[src/design/pool_pkg.sv]
// map geometry, widths, credit count, config, control, token and walker state types
`default_nettype none

package pool_pkg;

    // ========================================
    // geometry and widths
    // ========================================
    localparam int unsigned map_len      = 8;
    localparam int unsigned map_bits     = 3;
    localparam int unsigned num_lanes    = 4;
    localparam int unsigned lane_bits    = 2;
    localparam int unsigned psum_width   = 16;
    localparam int unsigned data_width   = 8;
    localparam int unsigned quant_bits   = 7;
    localparam int unsigned max_shift    = psum_width - quant_bits;
    localparam int unsigned shift_width  = 4;
    localparam int unsigned addr_width   = 6;
    // window offset counters, stride up to 4
    localparam int unsigned win_bits     = 2;

    // output flow control
    localparam int unsigned ofm_credits  = 4;
    localparam int unsigned credit_width = 3;

    // ========================================
    // enums
    // ========================================
    typedef enum logic {
        STRIDE_2 = 1'b0,
        STRIDE_4 = 1'b1
    } stride_e;

    typedef enum logic {
        TOK_FLAG  = 1'b0,
        TOK_VALUE = 1'b1
    } tok_kind_e;

    typedef enum logic [1:0] {
        SEQ_IDLE   = 2'd0,
        SEQ_READ   = 2'd1,
        SEQ_SETTLE = 2'd2,
        SEQ_HAND   = 2'd3
    } seq_state_e;

    // ========================================
    // bundles
    // ========================================
    typedef struct packed {
        logic [shift_width-1:0] frac_shift;
        stride_e                stride;
    } pool_cfg_t;

    typedef struct packed {
        logic                  en;
        logic [addr_width-1:0] addr;
    } psum_rd_t;

    // one signed partial sum per processing block
    typedef logic signed [num_lanes-1:0][psum_width-1:0] psum_word_t;

    typedef struct packed {
        logic                   clear;
        logic                   sample;
        logic                   commit;
        logic [shift_width-1:0] shift;
    } lane_ctrl_t;

    // flag tokens carry the nonzero mask in the low bits
    typedef struct packed {
        logic                  valid;
        tok_kind_e             kind;
        logic [data_width-1:0] data;
    } ofm_token_t;

endpackage

`default_nettype wire

[src/design/pool_window_seq.sv]
// window walker, partial-sum read generation and lane control
`timescale 1ns/1ns
`default_nettype none

module pool_window_seq (
    input  wire logic                 clk,
    input  wire logic                 rst_n,
    input  wire pool_pkg::pool_cfg_t  cfg,
    input  wire logic                 start,
    input  wire logic                 drain_ready,
    output pool_pkg::psum_rd_t        psum_rd,
    output pool_pkg::lane_ctrl_t      lane_ctrl,
    output logic                      seq_busy
);

    pool_pkg::seq_state_e                  state;
    pool_pkg::seq_state_e                  state_nxt;
    pool_pkg::stride_e                     stride_q;
    logic [pool_pkg::shift_width-1:0]      shift_q;
    logic [pool_pkg::shift_width-1:0]      shift_clamped;
    logic [pool_pkg::addr_width-1:0]       win_base;
    logic [pool_pkg::addr_width-1:0]       next_base;
    logic [pool_pkg::win_bits-1:0]         cnt_x;
    logic [pool_pkg::win_bits-1:0]         cnt_y;
    logic [pool_pkg::win_bits:0]           stride_val;
    logic                                  last_x;
    logic                                  last_y;
    logic                                  row_end;
    logic                                  map_end;
    logic                                  start_acc;
    logic                                  commit;
    logic                                  sample_q;
    logic                                  clear_q;

    // ========================================
    // window geometry
    // ========================================
    always_comb begin
        stride_val = (stride_q == pool_pkg::STRIDE_4) ? 3'd4 : 3'd2;
        last_x     = (cnt_x == pool_pkg::win_bits'(stride_val - 1'b1));
        last_y     = (cnt_y == pool_pkg::win_bits'(stride_val - 1'b1));
        // last window of a row, then last row of the map
        row_end = ((pool_pkg::map_bits+1)'(win_base[pool_pkg::map_bits-1:0])
                   + (pool_pkg::map_bits+1)'(stride_val))
                  == (pool_pkg::map_bits+1)'(pool_pkg::map_len);
        map_end = row_end
                  && (((pool_pkg::map_bits+1)'(win_base[pool_pkg::addr_width-1:pool_pkg::map_bits])
                       + (pool_pkg::map_bits+1)'(stride_val))
                      == (pool_pkg::map_bits+1)'(pool_pkg::map_len));
        // wrapping past the row end already lands one row down
        next_base = win_base + pool_pkg::addr_width'(stride_val);
        if (row_end) begin
            next_base = next_base
                        + (pool_pkg::addr_width'(stride_val - 1'b1) << pool_pkg::map_bits);
        end
    end

    always_comb begin
        shift_clamped = cfg.frac_shift;
        if (cfg.frac_shift > pool_pkg::shift_width'(pool_pkg::max_shift)) begin
            shift_clamped = pool_pkg::shift_width'(pool_pkg::max_shift);
        end
    end

    assign start_acc = start && (state == pool_pkg::SEQ_IDLE);
    assign commit    = (state == pool_pkg::SEQ_HAND) && drain_ready;

    // ========================================
    // FSM
    // ========================================
    always_comb begin
        state_nxt = state;
        case (state)
            pool_pkg::SEQ_IDLE: begin
                if (start) begin
                    state_nxt = pool_pkg::SEQ_READ;
                end
            end
            pool_pkg::SEQ_READ: begin
                if (last_x && last_y) begin
                    state_nxt = pool_pkg::SEQ_SETTLE;
                end
            end
            pool_pkg::SEQ_SETTLE: begin
                state_nxt = pool_pkg::SEQ_HAND;
            end
            pool_pkg::SEQ_HAND: begin
                if (drain_ready) begin
                    state_nxt = map_end ? pool_pkg::SEQ_IDLE : pool_pkg::SEQ_READ;
                end
            end
            default: begin
                state_nxt = pool_pkg::SEQ_IDLE;
            end
        endcase
    end

    always_ff @(posedge clk or negedge rst_n) begin
        if (!rst_n) begin
            state    <= pool_pkg::SEQ_IDLE;
            stride_q <= pool_pkg::STRIDE_2;
            shift_q  <= '0;
            win_base <= '0;
            cnt_x    <= '0;
            cnt_y    <= '0;
            sample_q <= 1'b0;
            clear_q  <= 1'b0;
        end else begin
            state    <= state_nxt;
            sample_q <= (state == pool_pkg::SEQ_READ);
            clear_q  <= start_acc;
            case (state)
                pool_pkg::SEQ_IDLE: begin
                    if (start) begin
                        stride_q <= cfg.stride;
                        shift_q  <= shift_clamped;
                        win_base <= '0;
                        cnt_x    <= '0;
                        cnt_y    <= '0;
                    end
                end
                pool_pkg::SEQ_READ: begin
                    // x steps fastest inside the window
                    if (last_x) begin
                        cnt_x <= '0;
                        cnt_y <= last_y ? '0 : cnt_y + 1'b1;
                    end else begin
                        cnt_x <= cnt_x + 1'b1;
                    end
                end
                pool_pkg::SEQ_HAND: begin
                    if (drain_ready && !map_end) begin
                        win_base <= next_base;
                    end
                end
                default: begin
                end
            endcase
        end
    end

    // ========================================
    // outputs
    // ========================================
    always_comb begin
        psum_rd.en   = (state == pool_pkg::SEQ_READ);
        psum_rd.addr = win_base + pool_pkg::addr_width'(cnt_x)
                       + (pool_pkg::addr_width'(cnt_y) << pool_pkg::map_bits);

        lane_ctrl.clear  = clear_q || commit;
        lane_ctrl.sample = sample_q;
        lane_ctrl.commit = commit;
        lane_ctrl.shift  = shift_q;
    end

    assign seq_busy = (state != pool_pkg::SEQ_IDLE);

endmodule

`default_nettype wire

[src/design/pool_lane.sv]
// per-lane ReLU, fixed-point requantization and running max over a window
`timescale 1ns/1ns
`default_nettype none

module pool_lane (
    input  wire logic                                 clk,
    input  wire logic                                 rst_n,
    input  wire pool_pkg::lane_ctrl_t                 lane_ctrl,
    input  wire logic signed [pool_pkg::psum_width-1:0] psum,
    output logic [pool_pkg::data_width-1:0]           pooled
);

    logic [pool_pkg::psum_width-1:0] relu_val;
    logic [pool_pkg::psum_width-1:0] shifted;
    logic [pool_pkg::data_width-1:0] quant;

    // negative sums drop to zero
    always_comb begin
        relu_val = psum[pool_pkg::psum_width-1] ? '0 : psum;
        shifted  = relu_val >> lane_ctrl.shift;
        // keep quant_bits above the binary point, top bit stays zero
        quant    = pool_pkg::data_width'(shifted[pool_pkg::quant_bits-1:0]);
    end

    // running max, restarted at every window
    always_ff @(posedge clk or negedge rst_n) begin
        if (!rst_n) begin
            pooled <= '0;
        end else if (lane_ctrl.clear) begin
            pooled <= '0;
        end else if (lane_ctrl.sample && (quant > pooled)) begin
            pooled <= quant;
        end
    end

endmodule

`default_nettype wire

[src/design/sparse_drain.sv]
// pooled result capture, sparse flag/value token emission and output credit counter
`timescale 1ns/1ns
`default_nettype none

module sparse_drain (
    input  wire logic                                                    clk,
    input  wire logic                                                    rst_n,
    input  wire logic                                                    commit,
    input  wire logic [pool_pkg::num_lanes-1:0][pool_pkg::data_width-1:0] lane_max,
    input  wire logic                                                    seq_busy,
    input  wire logic                                                    credit_return,
    output pool_pkg::ofm_token_t                                         ofm,
    output logic                                                         drain_ready,
    output logic                                                         busy
);

    logic [pool_pkg::num_lanes-1:0][pool_pkg::data_width-1:0] vals_q;
    logic [pool_pkg::num_lanes-1:0]                           cap_mask;
    logic [pool_pkg::num_lanes-1:0]                           mask_q;
    logic [pool_pkg::num_lanes-1:0]                           pend_q;
    logic [pool_pkg::num_lanes-1:0]                           sel_onehot;
    logic [pool_pkg::lane_bits-1:0]                           sel;
    logic [pool_pkg::credit_width-1:0]                        credits_q;
    logic                                                     full_q;
    logic                                                     flag_due_q;
    logic                                                     send;
    logic                                                     last_tok;

    // ========================================
    // capture
    // ========================================
    always_comb begin
        for (int i = 0; i < pool_pkg::num_lanes; i++) begin
            cap_mask[i] = |lane_max[i];
        end
    end

    always_ff @(posedge clk) begin
        if (commit) begin
            vals_q <= lane_max;
        end
    end

    // ========================================
    // token selection
    // ========================================
    // lowest pending lane goes first
    always_comb begin
        sel = '0;
        for (int i = pool_pkg::num_lanes - 1; i >= 0; i--) begin
            if (pend_q[i]) begin
                sel = pool_pkg::lane_bits'(i);
            end
        end
        sel_onehot = pool_pkg::num_lanes'(1) << sel;
    end

    always_comb begin
        send = full_q && (credits_q != '0);
        // an all-zero record is the flag alone
        if (flag_due_q) begin
            last_tok = (mask_q == '0);
        end else begin
            last_tok = ((pend_q & ~sel_onehot) == '0);
        end

        ofm.valid = send;
        ofm.kind  = flag_due_q ? pool_pkg::TOK_FLAG : pool_pkg::TOK_VALUE;
        ofm.data  = flag_due_q ? pool_pkg::data_width'(mask_q) : vals_q[sel];
    end

    // ========================================
    // record sequencing
    // ========================================
    always_ff @(posedge clk or negedge rst_n) begin
        if (!rst_n) begin
            full_q     <= 1'b0;
            flag_due_q <= 1'b0;
            mask_q     <= '0;
            pend_q     <= '0;
        end else if (commit) begin
            full_q     <= 1'b1;
            flag_due_q <= 1'b1;
            mask_q     <= cap_mask;
            pend_q     <= cap_mask;
        end else if (send) begin
            if (flag_due_q) begin
                flag_due_q <= 1'b0;
            end else begin
                pend_q <= pend_q & ~sel_onehot;
            end
            if (last_tok) begin
                full_q <= 1'b0;
            end
        end
    end

    // one credit per token, returns add back
    always_ff @(posedge clk or negedge rst_n) begin
        if (!rst_n) begin
            credits_q <= pool_pkg::credit_width'(pool_pkg::ofm_credits);
        end else begin
            case ({send, credit_return})
                2'b10:   credits_q <= credits_q - 1'b1;
                2'b01:   credits_q <= credits_q + 1'b1;
                default: begin
                end
            endcase
        end
    end

    assign drain_ready = !full_q;
    assign busy        = seq_busy || full_q;

endmodule

`default_nettype wire

[src/design/pool_top.sv]
// pooling stage top with window walker, four pooling lanes and sparse drain
`timescale 1ns/1ns
`default_nettype none

module pool_top (
    input  wire logic                 clk,
    input  wire logic                 rst_n,
    input  wire pool_pkg::pool_cfg_t  cfg,
    input  wire logic                 start,
    output pool_pkg::psum_rd_t        psum_rd,
    input  wire pool_pkg::psum_word_t psum_data,
    output pool_pkg::ofm_token_t      ofm,
    input  wire logic                 credit_return,
    output logic                      busy
);

    pool_pkg::lane_ctrl_t                                   lane_ctrl;
    logic [pool_pkg::num_lanes-1:0][pool_pkg::data_width-1:0] lane_max;
    logic                                                   drain_ready;
    logic                                                   seq_busy;

    // ========================================
    // walker
    // ========================================
    pool_window_seq u_seq (
        .clk         (clk),
        .rst_n       (rst_n),
        .cfg         (cfg),
        .start       (start),
        .drain_ready (drain_ready),
        .psum_rd     (psum_rd),
        .lane_ctrl   (lane_ctrl),
        .seq_busy    (seq_busy)
    );

    // one lane per processing block
    for (genvar i = 0; i < pool_pkg::num_lanes; i++) begin : g_lane
        pool_lane u_lane (
            .clk       (clk),
            .rst_n     (rst_n),
            .lane_ctrl (lane_ctrl),
            .psum      (psum_data[i]),
            .pooled    (lane_max[i])
        );
    end

    // ========================================
    // output side
    // ========================================
    sparse_drain u_drain (
        .clk           (clk),
        .rst_n         (rst_n),
        .commit        (lane_ctrl.commit),
        .lane_max      (lane_max),
        .seq_busy      (seq_busy),
        .credit_return (credit_return),
        .ofm           (ofm),
        .drain_ready   (drain_ready),
        .busy          (busy)
    );

endmodule

`default_nettype wire

[config.mk]
export PLATFORM = sky130hd
export DESIGN_NAME = pool_top
export DESIGN_NICKNAME = d
export VERILOG_FILES = /design/src/design/pool_pkg.sv /design/src/design/pool_window_seq.sv /design/src/design/pool_lane.sv /design/src/design/sparse_drain.sv /design/src/design/pool_top.sv
export SDC_FILE = /design/constraint.sdc
export NUM_CORES = 1
export LEC_CHECK = 0
export BUFFER_PORTS_ARGS = -buffer_cell sky130_fd_sc_hd__buf_4
export CORE_AREA = 2 2 98 195
export DETAILED_ROUTE_END_ITERATION = 8
export DIE_AREA = 0 0 100 197
export MAX_ROUTING_LAYER = met4
export PLACE_DENSITY_LB_ADDON = 0.1
export SETUP_SLACK_MARGIN = 0.5
export SYNTH_ARGS = -nofsm -noshare
export SYNTH_HDL_FRONTEND = slang
export SYNTH_SLANG_ARGS = --single-unit
[constraint.sdc]
create_clock -name clk -period 5.15 [get_ports clk]
set_input_delay 1.03 -clock clk [delete_from_list [all_inputs] [get_ports clk]]
set_output_delay 1.03 -clock clk [all_outputs]
set_load 0.02 [all_outputs]
==> results_dict.tcl <==
set metrics [dict create \
    status "finished, final reports clean" \
    grt_pass1_vias 6755 \
    nets 921 \
    critical-path-slowest-cell "dfrtp_4" \
    hold_ws_ns 0.446 \
    path_cells "buf_4 > mux2_1 > nor3b_1 > a211o_1 > ha_1 > a21o_1 > a21oi_1 > and3_1 > nor2_1 > a211oi_1" \
    start_kind "flip-flop" \
    antenna_cells 0 \
    coreArea_um2 18200 \
    clk_pin_slew_ns 0.06 \
    synth_adder_area_share_pct 7.87 \
    fp.dieH_um 197 \
    tns_ns 0 \
    portBuffers 89 \
    drc 0 \
    synth_top_family_by_area "compound AO/OA/AOI/OAI gates" \
    synthCells 745 \
    cts_tree "yes" \
    yosysSeqAreaShare_pct 32.3 \
    place.gp.congestion 0.921 \
    hp-class "flip-flop to flip-flop" \
    relSlewSlack_pct 21.2 \
    drt_wl_total_um 21100 \
    ys_types 79 \
    fill_cells 1790 \
    grt_antenna_before_repair 0 \
    worstPathArrival_ns 4.15 \
    viasPerCell 6.08 \
    drv_slew 0 \
    setup_viol 0 \
    clk_path_buf_depth 2 \
    max_freq_ghz 0.256 \
    synthFlopType "dfrtp_1" \
    yosysTopAreaCellShare_pct 20.2 \
    worstPathRequired_ns 5.39 \
    die-area_um2 19700 \
    yosys-top-cells-count "58 x dfrtp_1, 52 x mux2i_1, 47 x inv_1" \
    syn_to_final_growth_pct 14.6 \
    start_util_pct 39.4 \
    synthMuxAreaShare_pct 15.1 \
    clk_latency_ns 0.34 \
    overflow 0 \
    maxCapViolations 0 \
    period_minus_slack_ns 3.91 \
    synth_compound_area_share_pct 22.5 \
    power_mw 5.35 \
    grt_usage_pct 22.7 \
    synth-xor-area-share_pct 1.34 \
    ir_drop_uv 210 \
    fp-row-count 70 \
    via_count 6242 \
    dr.pass1.iters 5 \
    syn_area_per_cell_um2 9.65 \
    ios 91 \
    grt_max_degree 73 \
    drt_iter0_drc 284 \
    drive_above_1_share_pct 18.0 \
    finalHoldViolCount 0 \
    synth_area_um2 7190 \
    worst-slew-pin-transition_ns 1.18 \
    cts_hold_buffers 0 \
    synth_top_area_cell "dfrtp_1" \
    ys_ff_latch 87 \
    cts_resized 0 \
    cts_setup_buffers 0 \
    postSynthNetCount 860 \
    grt_pass1_wl_um 34200 \
    leakagePower_nw 3.58 \
    drtAntennaViolNets 0 \
    synth_edf_count 28 \
    yosysWarningCount 0 \
    skew_ns 0.0110 \
    cp_max_fo 72 \
    grt_setup_unrepaired "false" \
    yosysMostFrequentCell "dfrtp_1" \
    htree_num_levels 3 \
    placed_cell_area_um2 7900 \
    max_stage_delay_ns 1.06 \
    fin_area_um2 8230 \
    worstSetupEndpointType "flip-flop" \
    ys_top_cells_by_area "dfrtp_1 20%, edfxtp_1 12%, mux2i_1 7.2%" \
    p_per_area_nw_per_um2 649 \
    post_drt_wl_per_cell_um 20.5 \
    postSynth.asyncResetShare_pct 67.8 \
    fin_crit_sh_pct 76.0 \
    hpwl_um 16900 \
    crit_type "flip-flop to flip-flop" \
    clock-sinks 87 \
    cts_buffers 9 \
    cts_root_buf "clkbuf_16" \
    fp.dieW_um 100 \
    synth-simple-area-share_pct 14.5 \
]
==> where the power goes <==
| group | internal (mW) | total [mW] | switching (mW) |
|---|---|---|---|
| logic | 1.37 | 3.23 | 1.86 |
| registers | 1.01 | 1.40 | 0.388 |
| clock network | 0.441 | 0.715 | 0.275 |
| total | 2.83 | 5.35 | 2.52 |
==> per-layer routing <==
| metal | share of wire (%) | global-route usage [%] |
|---|---|---|
| met5 | 0 | - |
| met4 | 5.5 | 12.9 |
| met3 | 2.9 | 1.99 |
| met2 | 56 | 42.5 |
| met1 | 36 | 22.3 |
==> sequential cells by signal, summed over array words and instances (netlist names), 2 cells and up <==
register and cells:
u_seq.state 2, u_drain.pend_q 4, u_seq.win_base 5, u_drain.vals_q 28, u_drain.credits_q 3, g_lane.u_lane.pooled 28
u_seq.shift_q 4, u_drain.mask_q 4, u_seq.cnt_y 2, u_seq.cnt_x 2
==> cell families (layout without fill, tap and decap cells) <==
kind of cell	count (synthesis)	count (layout)
compound gates	230	230
xor+xnor	11	11
fa+ha+maj	43	43
buf+inv	95	161
flops	87	87
mux	85	85
other cells	1	1
simple gates	193	193
==> stage by stage <==
step	util [%]	worst slack (ns)	instances
after floorplan	-	1.80	745
after global placement	43.4	1.38	1011
after detailed placement	43.4	1.30	1011
after CTS	45.2	1.26	1027
after global routing	45.2	0.918	1027
final	45.2	1.24	1027
==> layout make-up <==
type	instances	area (µm²)	area share, %
timing repair buffer	94	706	8.57
clock buffer	10	239	2.90
sequential	87	2320	28.2
inverter	51	191	2.33
tap	216	270	3.28
clock inverter	6	90.1	1.09
multi-input combinational	563	4410	53.6
==> cells in the final DEF, fill, tap and decap left out, types with 8 or more instances in the layout <==
cell       count
buf_4         94
dfrtp_1       56
mux2i_1       52
inv_1         47
nand2_1       44
ha_1          38
a21oi_1       37
o21ai_0       31
edfxtp_1      28
nor2_1        25
a211oi_1      20
o22ai_1       19
nor3_1        18
nor2b_1       18
mux4_2        17
nand2b_1      16
nand3_1       16
a22oi_1       13
a21o_1        10
o211a_1       10
o21ai_1        9
clkbuf_16      9
mux2_1         8
nor3b_1        8
o211ai_1       8
mux2_2         8
xnor2_1        8
nand4_1        8
==> worst max-delay path: cells and delay by family, from the launching register on <==
family | cells | cell delay [ns]
AO/OA/AOI/OAI | 4 | 0.98
flip-flops | 1 | 1.06
multiplexers | 1 | 0.38
adder cells (fa/ha/maj) | 1 | 0.31
AND/OR/NAND/NOR | 3 | 0.56
buffers and inverters | 1 | 0.45
==> path summary, 6_finish.rpt <==
| path | start | endpoint | slack (ns) | cells after the start |
|---|---|---|---|---|
| min in group asynchronous | rst_n | g_lane[2].u_lane.pooled[2]$_DFFE_PN0P_ | 0.76 | 1 |
| hold / removal | g_lane[2].u_lane.pooled[5]$_DFFE_PN0P_ | u_drain.vals_q[21]$_DFFE_PP_ | 0.45 | 0 |
| hold reg to reg | g_lane[2].u_lane.pooled[5]$_DFFE_PN0P_ | u_drain.vals_q[21]$_DFFE_PP_ | 0.45 | 0 |
| setup / recovery | u_seq.shift_q[0]$_DFFE_PN0P_ | g_lane[0].u_lane.pooled[0]$_DFFE_PN0P_ | 1.24 | 10 |
| setup reg to reg | u_seq.shift_q[0]$_DFFE_PN0P_ | g_lane[0].u_lane.pooled[0]$_DFFE_PN0P_ | 1.24 | 10 |
| max in group asynchronous | rst_n | u_seq.shift_q[0]$_DFFE_PN0P_ | 3.79 | 1 |
No activity file was read; power rests on OpenSTA's default activity.
